File: src/fsq_pkg.sv
package fsq_pkg;

    // queue geometry
    localparam int fsq_size = 16;
    localparam int fsq_width = $clog2(fsq_size);

    localparam int vaddr_size = 32;

    // fetch block and offset width
    localparam int block_inst_size = 8;
    localparam int prediction_width = $clog2(block_inst_size);

    // backend retire bandwidth
    localparam int commit_width = 4;

    // one block of pending instructions plus a cycle of commits
    localparam int commit_cnt_width = $clog2(block_inst_size + commit_width) + 1;

    typedef logic [fsq_width-1:0] fsq_idx_t;

    typedef logic [vaddr_size-1:0] vaddr_t;

    typedef logic [prediction_width-1:0] offset_t;

    typedef logic [$clog2(commit_width + 1)-1:0] commit_num_t;

    typedef logic [commit_cnt_width-1:0] commit_cnt_t;

    // four-phase issue towards the icache
    typedef enum logic [1:0] {
        fetch_idle    = 2'd0,
        fetch_req     = 2'd1,
        fetch_release = 2'd2
    } fetch_state_t;

endpackage

File: src/stream_ram.sv
`timescale 1ns/100ps

module stream_ram
    import fsq_pkg::*;
(
    input  logic     clk,
    input  logic     rst,
    input  logic     enq_en,
    input  fsq_idx_t enq_idx,
    input  vaddr_t   enq_start_addr,
    input  offset_t  enq_size,
    input  logic     redirect_en,
    input  fsq_idx_t redirect_idx,
    input  offset_t  redirect_offset,
    input  fsq_idx_t search_idx,
    input  fsq_idx_t commit_idx,
    output vaddr_t   search_start_addr,
    output offset_t  search_size,
    output vaddr_t   commit_start_addr,
    output offset_t  commit_size,
    output logic     commit_truncated,
    output offset_t  commit_trunc_offset
);

    vaddr_t              start_addr_mem [fsq_size];
    offset_t             size_mem       [fsq_size];
    offset_t             trunc_off_mem  [fsq_size];
    logic [fsq_size-1:0] trunc_flag;

    // stream payload, written by the predictor
    always_ff @(posedge clk or posedge rst) begin
        if (rst) begin
            for (int i = 0; i < fsq_size; i++) begin
                start_addr_mem[i] <= '0;
                size_mem[i] <= '0;
            end
        end else if (enq_en) begin
            start_addr_mem[enq_idx] <= enq_start_addr;
            size_mem[enq_idx] <= enq_size;
        end
    end

    // truncation info, owned by backend redirects
    always_ff @(posedge clk or posedge rst) begin
        if (rst) begin
            trunc_flag <= '0;
            for (int i = 0; i < fsq_size; i++) begin
                trunc_off_mem[i] <= '0;
            end
        end else begin
            if (enq_en) begin
                trunc_flag[enq_idx] <= 1'b0;
            end
            // later assignment wins if both hit one entry
            if (redirect_en) begin
                trunc_flag[redirect_idx] <= 1'b1;
                trunc_off_mem[redirect_idx] <= redirect_offset;
            end
        end
    end

    // icache read port
    assign search_start_addr = start_addr_mem[search_idx];
    assign search_size = size_mem[search_idx];

    // retire read port
    assign commit_start_addr = start_addr_mem[commit_idx];
    assign commit_size = size_mem[commit_idx];
    assign commit_truncated = trunc_flag[commit_idx];
    assign commit_trunc_offset = trunc_off_mem[commit_idx];

endmodule

File: src/fsq_pointers.sv
`timescale 1ns/100ps

module fsq_pointers
    import fsq_pkg::*;
(
    input  logic     clk,
    input  logic     rst,
    input  logic     enq_valid,
    input  logic     redirect_en,
    input  fsq_idx_t redirect_idx,
    input  logic     fetch_done,
    input  logic     retire,
    output fsq_idx_t tail,
    output fsq_idx_t search_head,
    output fsq_idx_t commit_head,
    output logic     full,
    output logic     fetch_pending,
    output logic     enq_en
);

    logic                 tail_dir;
    logic                 search_dir;
    logic                 commit_dir;
    logic                 redirect_dir;
    logic [fsq_width:0]   redirect_ptr_n1;

    // live entries below the commit head index are one lap ahead
    assign redirect_dir = (redirect_idx >= commit_head) ? commit_dir : ~commit_dir;

    // dir bit on top, so the carry out of the index flips it
    assign redirect_ptr_n1 = {redirect_dir, redirect_idx} + 1'b1;

    assign full = (tail == commit_head) && (tail_dir != commit_dir);
    assign fetch_pending = (search_head != tail) || (search_dir != tail_dir);

    // enqueue is dropped in a redirect cycle
    assign enq_en = enq_valid && !full && !redirect_en;

    always_ff @(posedge clk or posedge rst) begin
        if (rst) begin
            tail <= '0;
            tail_dir <= 1'b0;
        end else if (redirect_en) begin
            {tail_dir, tail} <= redirect_ptr_n1;
        end else if (enq_en) begin
            {tail_dir, tail} <= {tail_dir, tail} + 1'b1;
        end
    end

    always_ff @(posedge clk or posedge rst) begin
        if (rst) begin
            search_head <= '0;
            search_dir <= 1'b0;
        end else if (redirect_en) begin
            // refetch from the stream after the mispredicted one
            {search_dir, search_head} <= redirect_ptr_n1;
        end else if (fetch_done) begin
            {search_dir, search_head} <= {search_dir, search_head} + 1'b1;
        end
    end

    always_ff @(posedge clk or posedge rst) begin
        if (rst) begin
            commit_head <= '0;
            commit_dir <= 1'b0;
        end else if (retire) begin
            {commit_dir, commit_head} <= {commit_dir, commit_head} + 1'b1;
        end
    end

endmodule

File: src/fetch_issue.sv
`timescale 1ns/100ps

module fetch_issue
    import fsq_pkg::*;
(
    input  logic clk,
    input  logic rst,
    input  logic fetch_pending,
    input  logic redirect_en,
    input  logic fetch_ack,
    output logic fetch_req,
    output logic fetch_flush,
    output logic fetch_done
);

    fetch_state_t state;

    // ack seen while requesting, a redirect cancels the advance
    assign fetch_done = (state == fsq_pkg::fetch_req) && fetch_ack && !redirect_en;

    always_ff @(posedge clk or posedge rst) begin
        if (rst) begin
            state <= fsq_pkg::fetch_idle;
            fetch_req <= 1'b0;
        end else begin
            case (state)
                fsq_pkg::fetch_idle: begin
                    // previous ack must be gone before a new req
                    if (!redirect_en && fetch_pending && !fetch_ack) begin
                        state <= fsq_pkg::fetch_req;
                        fetch_req <= 1'b1;
                    end
                end
                fsq_pkg::fetch_req: begin
                    if (redirect_en || fetch_ack) begin
                        state <= fsq_pkg::fetch_release;
                        fetch_req <= 1'b0;
                    end
                end
                fsq_pkg::fetch_release: begin
                    if (!fetch_ack) begin
                        state <= fsq_pkg::fetch_idle;
                    end
                end
                default: begin
                    state <= fsq_pkg::fetch_idle;
                    fetch_req <= 1'b0;
                end
            endcase
        end
    end

    // one cycle flush pulse after a backend redirect
    always_ff @(posedge clk or posedge rst) begin
        if (rst) begin
            fetch_flush <= 1'b0;
        end else begin
            fetch_flush <= redirect_en;
        end
    end

endmodule

File: src/commit_tracker.sv
`timescale 1ns/100ps

module commit_tracker
    import fsq_pkg::*;
(
    input  logic        clk,
    input  logic        rst,
    input  commit_num_t commit_num,
    input  vaddr_t      commit_start_addr,
    input  offset_t     commit_size,
    input  logic        commit_truncated,
    input  offset_t     commit_trunc_offset,
    output logic        retire,
    output logic        update_valid,
    output vaddr_t      update_start_addr,
    output offset_t     update_size,
    output logic        update_mispred
);

    commit_cnt_t               commit_cnt;
    commit_cnt_t               commit_cnt_n;
    offset_t                   eff_size;
    logic [prediction_width:0] stream_len;

    // a truncated stream ends at the redirect offset
    assign eff_size = commit_truncated ? commit_trunc_offset : commit_size;
    assign stream_len = {1'b0, eff_size} + 1'b1;

    assign retire = commit_cnt >= commit_cnt_t'(stream_len);

    always_comb begin
        commit_cnt_n = commit_cnt + commit_cnt_t'(commit_num);
        if (retire) begin
            commit_cnt_n = commit_cnt_n - commit_cnt_t'(stream_len);
        end
    end

    always_ff @(posedge clk or posedge rst) begin
        if (rst) begin
            commit_cnt <= '0;
            update_valid <= 1'b0;
        end else begin
            commit_cnt <= commit_cnt_n;
            update_valid <= retire;
        end
    end

    // update payload to the predictor
    always_ff @(posedge clk) begin
        if (retire) begin
            update_start_addr <= commit_start_addr;
            update_size <= eff_size;
            update_mispred <= commit_truncated;
        end
    end

endmodule

File: src/fsq_top.sv
`timescale 1ns/100ps

module fsq_top
    import fsq_pkg::*;
(
    input  logic        clk,
    input  logic        rst,
    input  logic        pred_valid,
    input  vaddr_t      pred_start_addr,
    input  offset_t     pred_size,
    output logic        pred_stall,
    output fsq_idx_t    pred_idx,
    output logic        fetch_req,
    input  logic        fetch_ack,
    output logic        fetch_flush,
    output fsq_idx_t    fetch_idx,
    output vaddr_t      fetch_start_addr,
    output offset_t     fetch_size,
    input  logic        redirect_en,
    input  fsq_idx_t    redirect_idx,
    input  offset_t     redirect_offset,
    input  commit_num_t commit_num,
    output logic        update_valid,
    output vaddr_t      update_start_addr,
    output offset_t     update_size,
    output logic        update_mispred
);

    logic     enq_en;
    logic     fetch_pending;
    logic     fetch_done;
    logic     retire;
    fsq_idx_t commit_head;
    vaddr_t   commit_start_addr;
    offset_t  commit_size;
    logic     commit_truncated;
    offset_t  commit_trunc_offset;

    stream_ram u_stream_ram (
        .clk                 (clk),
        .rst                 (rst),
        .enq_en              (enq_en),
        .enq_idx             (pred_idx),
        .enq_start_addr      (pred_start_addr),
        .enq_size            (pred_size),
        .redirect_en         (redirect_en),
        .redirect_idx        (redirect_idx),
        .redirect_offset     (redirect_offset),
        .search_idx          (fetch_idx),
        .commit_idx          (commit_head),
        .search_start_addr   (fetch_start_addr),
        .search_size         (fetch_size),
        .commit_start_addr   (commit_start_addr),
        .commit_size         (commit_size),
        .commit_truncated    (commit_truncated),
        .commit_trunc_offset (commit_trunc_offset)
    );

    fsq_pointers u_fsq_pointers (
        .clk           (clk),
        .rst           (rst),
        .enq_valid     (pred_valid),
        .redirect_en   (redirect_en),
        .redirect_idx  (redirect_idx),
        .fetch_done    (fetch_done),
        .retire        (retire),
        .tail          (pred_idx),
        .search_head   (fetch_idx),
        .commit_head   (commit_head),
        .full          (pred_stall),
        .fetch_pending (fetch_pending),
        .enq_en        (enq_en)
    );

    fetch_issue u_fetch_issue (
        .clk           (clk),
        .rst           (rst),
        .fetch_pending (fetch_pending),
        .redirect_en   (redirect_en),
        .fetch_ack     (fetch_ack),
        .fetch_req     (fetch_req),
        .fetch_flush   (fetch_flush),
        .fetch_done    (fetch_done)
    );

    commit_tracker u_commit_tracker (
        .clk                 (clk),
        .rst                 (rst),
        .commit_num          (commit_num),
        .commit_start_addr   (commit_start_addr),
        .commit_size         (commit_size),
        .commit_truncated    (commit_truncated),
        .commit_trunc_offset (commit_trunc_offset),
        .retire              (retire),
        .update_valid        (update_valid),
        .update_start_addr   (update_start_addr),
        .update_size         (update_size),
        .update_mispred      (update_mispred)
    );

endmodule

File: config.mk
export PLATFORM = sky130hd
export DESIGN_NAME = fsq_top
export DESIGN_NICKNAME = d
export VERILOG_FILES = /design/src/fsq_pkg.sv /design/src/stream_ram.sv /design/src/fsq_pointers.sv /design/src/fetch_issue.sv /design/src/commit_tracker.sv /design/src/fsq_top.sv
export SDC_FILE = /design/constraint.sdc
export NUM_CORES = 2
export LEC_CHECK = 0
export ABC_AREA = 1
export BUFFER_PORTS_ARGS = -buffer_cell sky130_fd_sc_hd__buf_2
export CAP_MARGIN = 20
export CORE_AREA = 2 2 235 352
export CTS_BUF_LIST = sky130_fd_sc_hd__clkbuf_4
export CTS_CLUSTER_SIZE = 25
export DETAILED_ROUTE_END_ITERATION = 6
export DIE_AREA = 0 0 237 354
export GPL_TIMING_DRIVEN = 0
export PLACE_DENSITY = 0.66
export SKIP_CTS_REPAIR_TIMING = 1
export SLEW_MARGIN = 20
export SYNTH_ARGS = -nofsm -noshare
export SYNTH_HDL_FRONTEND = slang
export SYNTH_SLANG_ARGS = --single-unit
File: constraint.sdc
create_clock -name clk -period 47.5 [get_ports clk]
set_input_delay 2.375 -clock clk [delete_from_list [all_inputs] [get_ports clk]]
set_output_delay 2.375 -clock clk [all_outputs]
set_load 0.05 [all_outputs]
==> results.toml <==
[status]
run_status = "finished with violations"
violated_checks = "design-rule violations"

[synthesis]
synth_compound_area_share_pct = 25.5
post_synth_instance_area_sq_um = 36100
ys.flop_type = "dfrtp_1"
synth-edff-count = 36
async_sr_flop_fraction_pct = 94.7
synth_instances = 4702
synth.distinct_cells = 48
postSynthNetCount = 4778
synth_xor_xnor_area_share_pct = 0.385
synth.area.mux_share_pct = 0.0312
fraction_of_the_mapped_netlist_area_in_adder_cells_pct = 0.942
syn_avg_cell_area_sq_um = 7.68
netlist_top_cells_area = "dfrtp_1 (45%), o21ai_0 (15%), nand2_1 (11%), a21oi_1 (5.0%), inv_1 (4.1%)"
synth.ff_latch_count = 685
synth.yosys.seq_area_share_pct = 48.0
synth_top_family_by_area = "compound AO/OA/AOI/OAI gates"
synth_largest_type_area_fraction_pct = 45.0
post_synthesis_simple_gate_area_fraction_pct = 16.3
synth-warning-count = 0
yosys.area.top_type = "dfrtp_1"

[die]
chip_width_microns = 237
die_area_sq_um = 83900
initial_core_util_pct = 44.7
row_count = 128
die_y_microns = 354
coreArea_sq_um = 80900
ios = 133

[route]
via_count = 42055
first_pass_iters = 7
drt_drc_violations_left = 2
drt-total-wl_mm = 239
routedWlPerCell_microns = 38.3
first_iter_violations = 7377
detail_route.vias_per_cell = 6.75
antenna_violating_nets_post_route = 0

[power]
worst_ir_drop_vdd_mv = 0.0778
power.density_nw_per_um2 = 94.9
power.leakage_nw = 18.8

[global_route]
globalRouteOverflowTotal = 0
grt_pass1_wl_mm = 320
grt-busiest-layer = "met2"
number_of_antenna_violations_at_the_first_check_in_global_routing = 38
grt_use_total_pct = 56.6
grt_use_met2_pct = 78.4
grt_use_met1_pct = 64.2
grt_util_met3_pct = 25.8
grt_start_max_net_pins = 101
first_global_vias = 39057

[critical_path]
setup.worst_path.end_class = "primary output"
critical_path_required_ps = 45120
critical_path.startpoint_type = "flop"
timing.setup.critical_path_class = "flop to primary output"
timing.critical_path.arrival_ps = 5180
critical_path.max_fanout = 10

[placement]
numPortBuffers = 105
place.gp.congestion = 1.06
placed_area_sq_um = 38300
placedCellCount = 5860
dp_hpwl_mm = 159

[layout]
layout.cell_area.non_filler_sq_um = 40900
final_layout_size_suffix_gt1_share_pct = 13.2
nets = 5080
layoutNonFillerInstCount = 6226
area.growth.synth_to_final_pct = 13.2

[sta]
final-max-slew-violation-count = 0
fmax_mhz = 132
final.setup.tns_ps = 0
worstMarginPinSlew_ps = 1440
post-route-period-util_pct = 15.9
post-route-min-period_ps = 7550
rsz_0062_raised_after_global_routing = "no"
timing.max_slew.rel_slack_pct = 4.07
holdWs_ps = 481
finalHoldViolations = 0
post_route_skew_ps = 81.8
setup-violations-final = 0

[clock_tree]
cts.sink_count = 685
clock_tree.buffer_depth = 3
worst_setup_hold_path_clk_slew_ps = 60
worstSkewPairLatency_ps = 1330
htree_levels = 4
cts_tree = "yes"
cts_inserted_buffers = 178
cts_root_buffer = "clkbuf_4"

[run]
max_cap_violations = 0

[hold_path]
min_path_type = "flop to flop"
## synth_stat cells (all sizes together) (9+ instances only)
| cell | count |
|---|---|
| o221ai | 9 |
| o2111ai | 51 |
| nor2 | 211 |
| o211ai | 93 |
| nand2 | 1048 |
| inv | 409 |
| a21oi | 359 |
| buf | 144 |
| nand3 | 190 |
| o21ai | 1176 |
| dfrtp | 649 |
| clkbuf | 240 |
| edfxtp | 36 |
| xor2 | 11 |
| a221oi | 15 |
| ha | 24 |
## layout make-up
class / count / area, sq um
Buffer: 384 / 1800
Tap cell: 1040 / 1300
Multi-Input combinational cell: 3224 / 15600
Fill cell: 8203 / 40000
Sequential cell: 685 / 17300
Timing Repair Buffer: 122 / 855
Clock buffer: 277 / 2080
Antenna cell: 44 / 110
Clock inverter: 41 / 268
Inverter: 409 / 1550
## power breakdown
group          leakage, nW  switching, mW  total [mW]  internal, mW
clock network         1.40          0.288       0.573         0.285
registers             8.21          0.166        1.04         0.876
logic                 9.18           1.75        2.26         0.511
total                 18.8           2.21        3.88          1.67
## flip-flops by register name, indices dropped and copies added, names as in the netlist, 2 cells and up
register and count:
u_commit_tracker.commit_cnt 5, u_stream_ram.size_mem 48, u_fetch_issue.state 2, u_stream_ram.start_addr_mem 512, u_commit_tracker.update_size 3, u_fsq_pointers.commit_head 4
u_fsq_pointers.tail 4, u_commit_tracker.update_start_addr 32, u_stream_ram.trunc_flag 16, u_fsq_pointers.search_head 4, u_stream_ram.trunc_off_mem 48
## critical path: stages, from the launching register on
cell,delay [ps]
dfrtp_1,380
clkbuf_1,280
inv_1,160
clkbuf_1,890
buf_1,1120
nand3_1,300
o2111ai_1,200
nand2_1,260
buf_2,290
## cells by family after synthesis
family,after synthesis
muxes,1
AOI/OAI and AO/OA,1726
and+or+nand+nor,1456
buffers and inverters,793
adders and majority gates,26
xor gates and xnor gates,15
DFF,685
## placed cells by master, fill, tap and decap left out, types with 3 or more instances in the layout
cell	instances
ha_1	24
nand2_1	1033
buf_6	14
dfrtp_1	649
xor2_1	10
xnor2_1	4
o21ai_1	116
clkbuf_4	277
nor2_1	198
buf_4	8
inv_2	18
inv_1	391
nand3_1	182
a221oi_1	15
o221ai_1	9
a21oi_1	359
buf_1	14
edfxtp_1	36
o21ai_0	1060
nor2_4	8
o22ai_1	8
bufinv_16	4
diode_2	44
clkbuf_1	158
a31oi_1	7
nand2_2	14
buf_16	8
o2111ai_1	51
buf_2	216
clkbuf_2	84
o211ai_1	93
nand3_2	8
nor2_2	5
buf_8	3
clkinv_1	33
## final timing paths
path	end	slack [ps]	depth (start not counted)	start
setup reg to reg	u_fsq_pointers.commit_head[3]	42760	21	u_fsq_pointers.commit_head[1]
min in group asynchronous	u_stream_ram.trunc_flag[6]	1050	2	rst
setup / recovery	fetch_start_addr[31]	39950	8	u_fsq_pointers.search_head[2]
max in group asynchronous	u_stream_ram.start_addr_mem[51]	44700	5	rst
hold / removal	u_stream_ram.trunc_off_mem[30]	480	2	u_stream_ram.trunc_off_mem[30]
hold reg to reg	u_stream_ram.trunc_off_mem[30]	480	2	u_stream_ram.trunc_off_mem[30]
## stage by stage
stage | util, % | total power, mW | setup slack (ps)
4_1_cts | 50.3 | 3.68 | 40260
3_5_place_dp | 47.4 | 3.12 | 41530
5_1_grt | 50.4 | 3.95 | 40060
3_3_place_gp | 46.9 | 3.09 | 18480
6_report | 50.5 | 3.88 | 39950
2_1_floorplan | - | 2.18 | 26940
## layer usage
layer	wire length (microns)	up-vias
met5	273	-
li1	-	16504
met1	79500	20093
met2	96200	3974
met3	34300	1454
met4	28400	30
No activity file was read; power rests on OpenSTA's default activity.
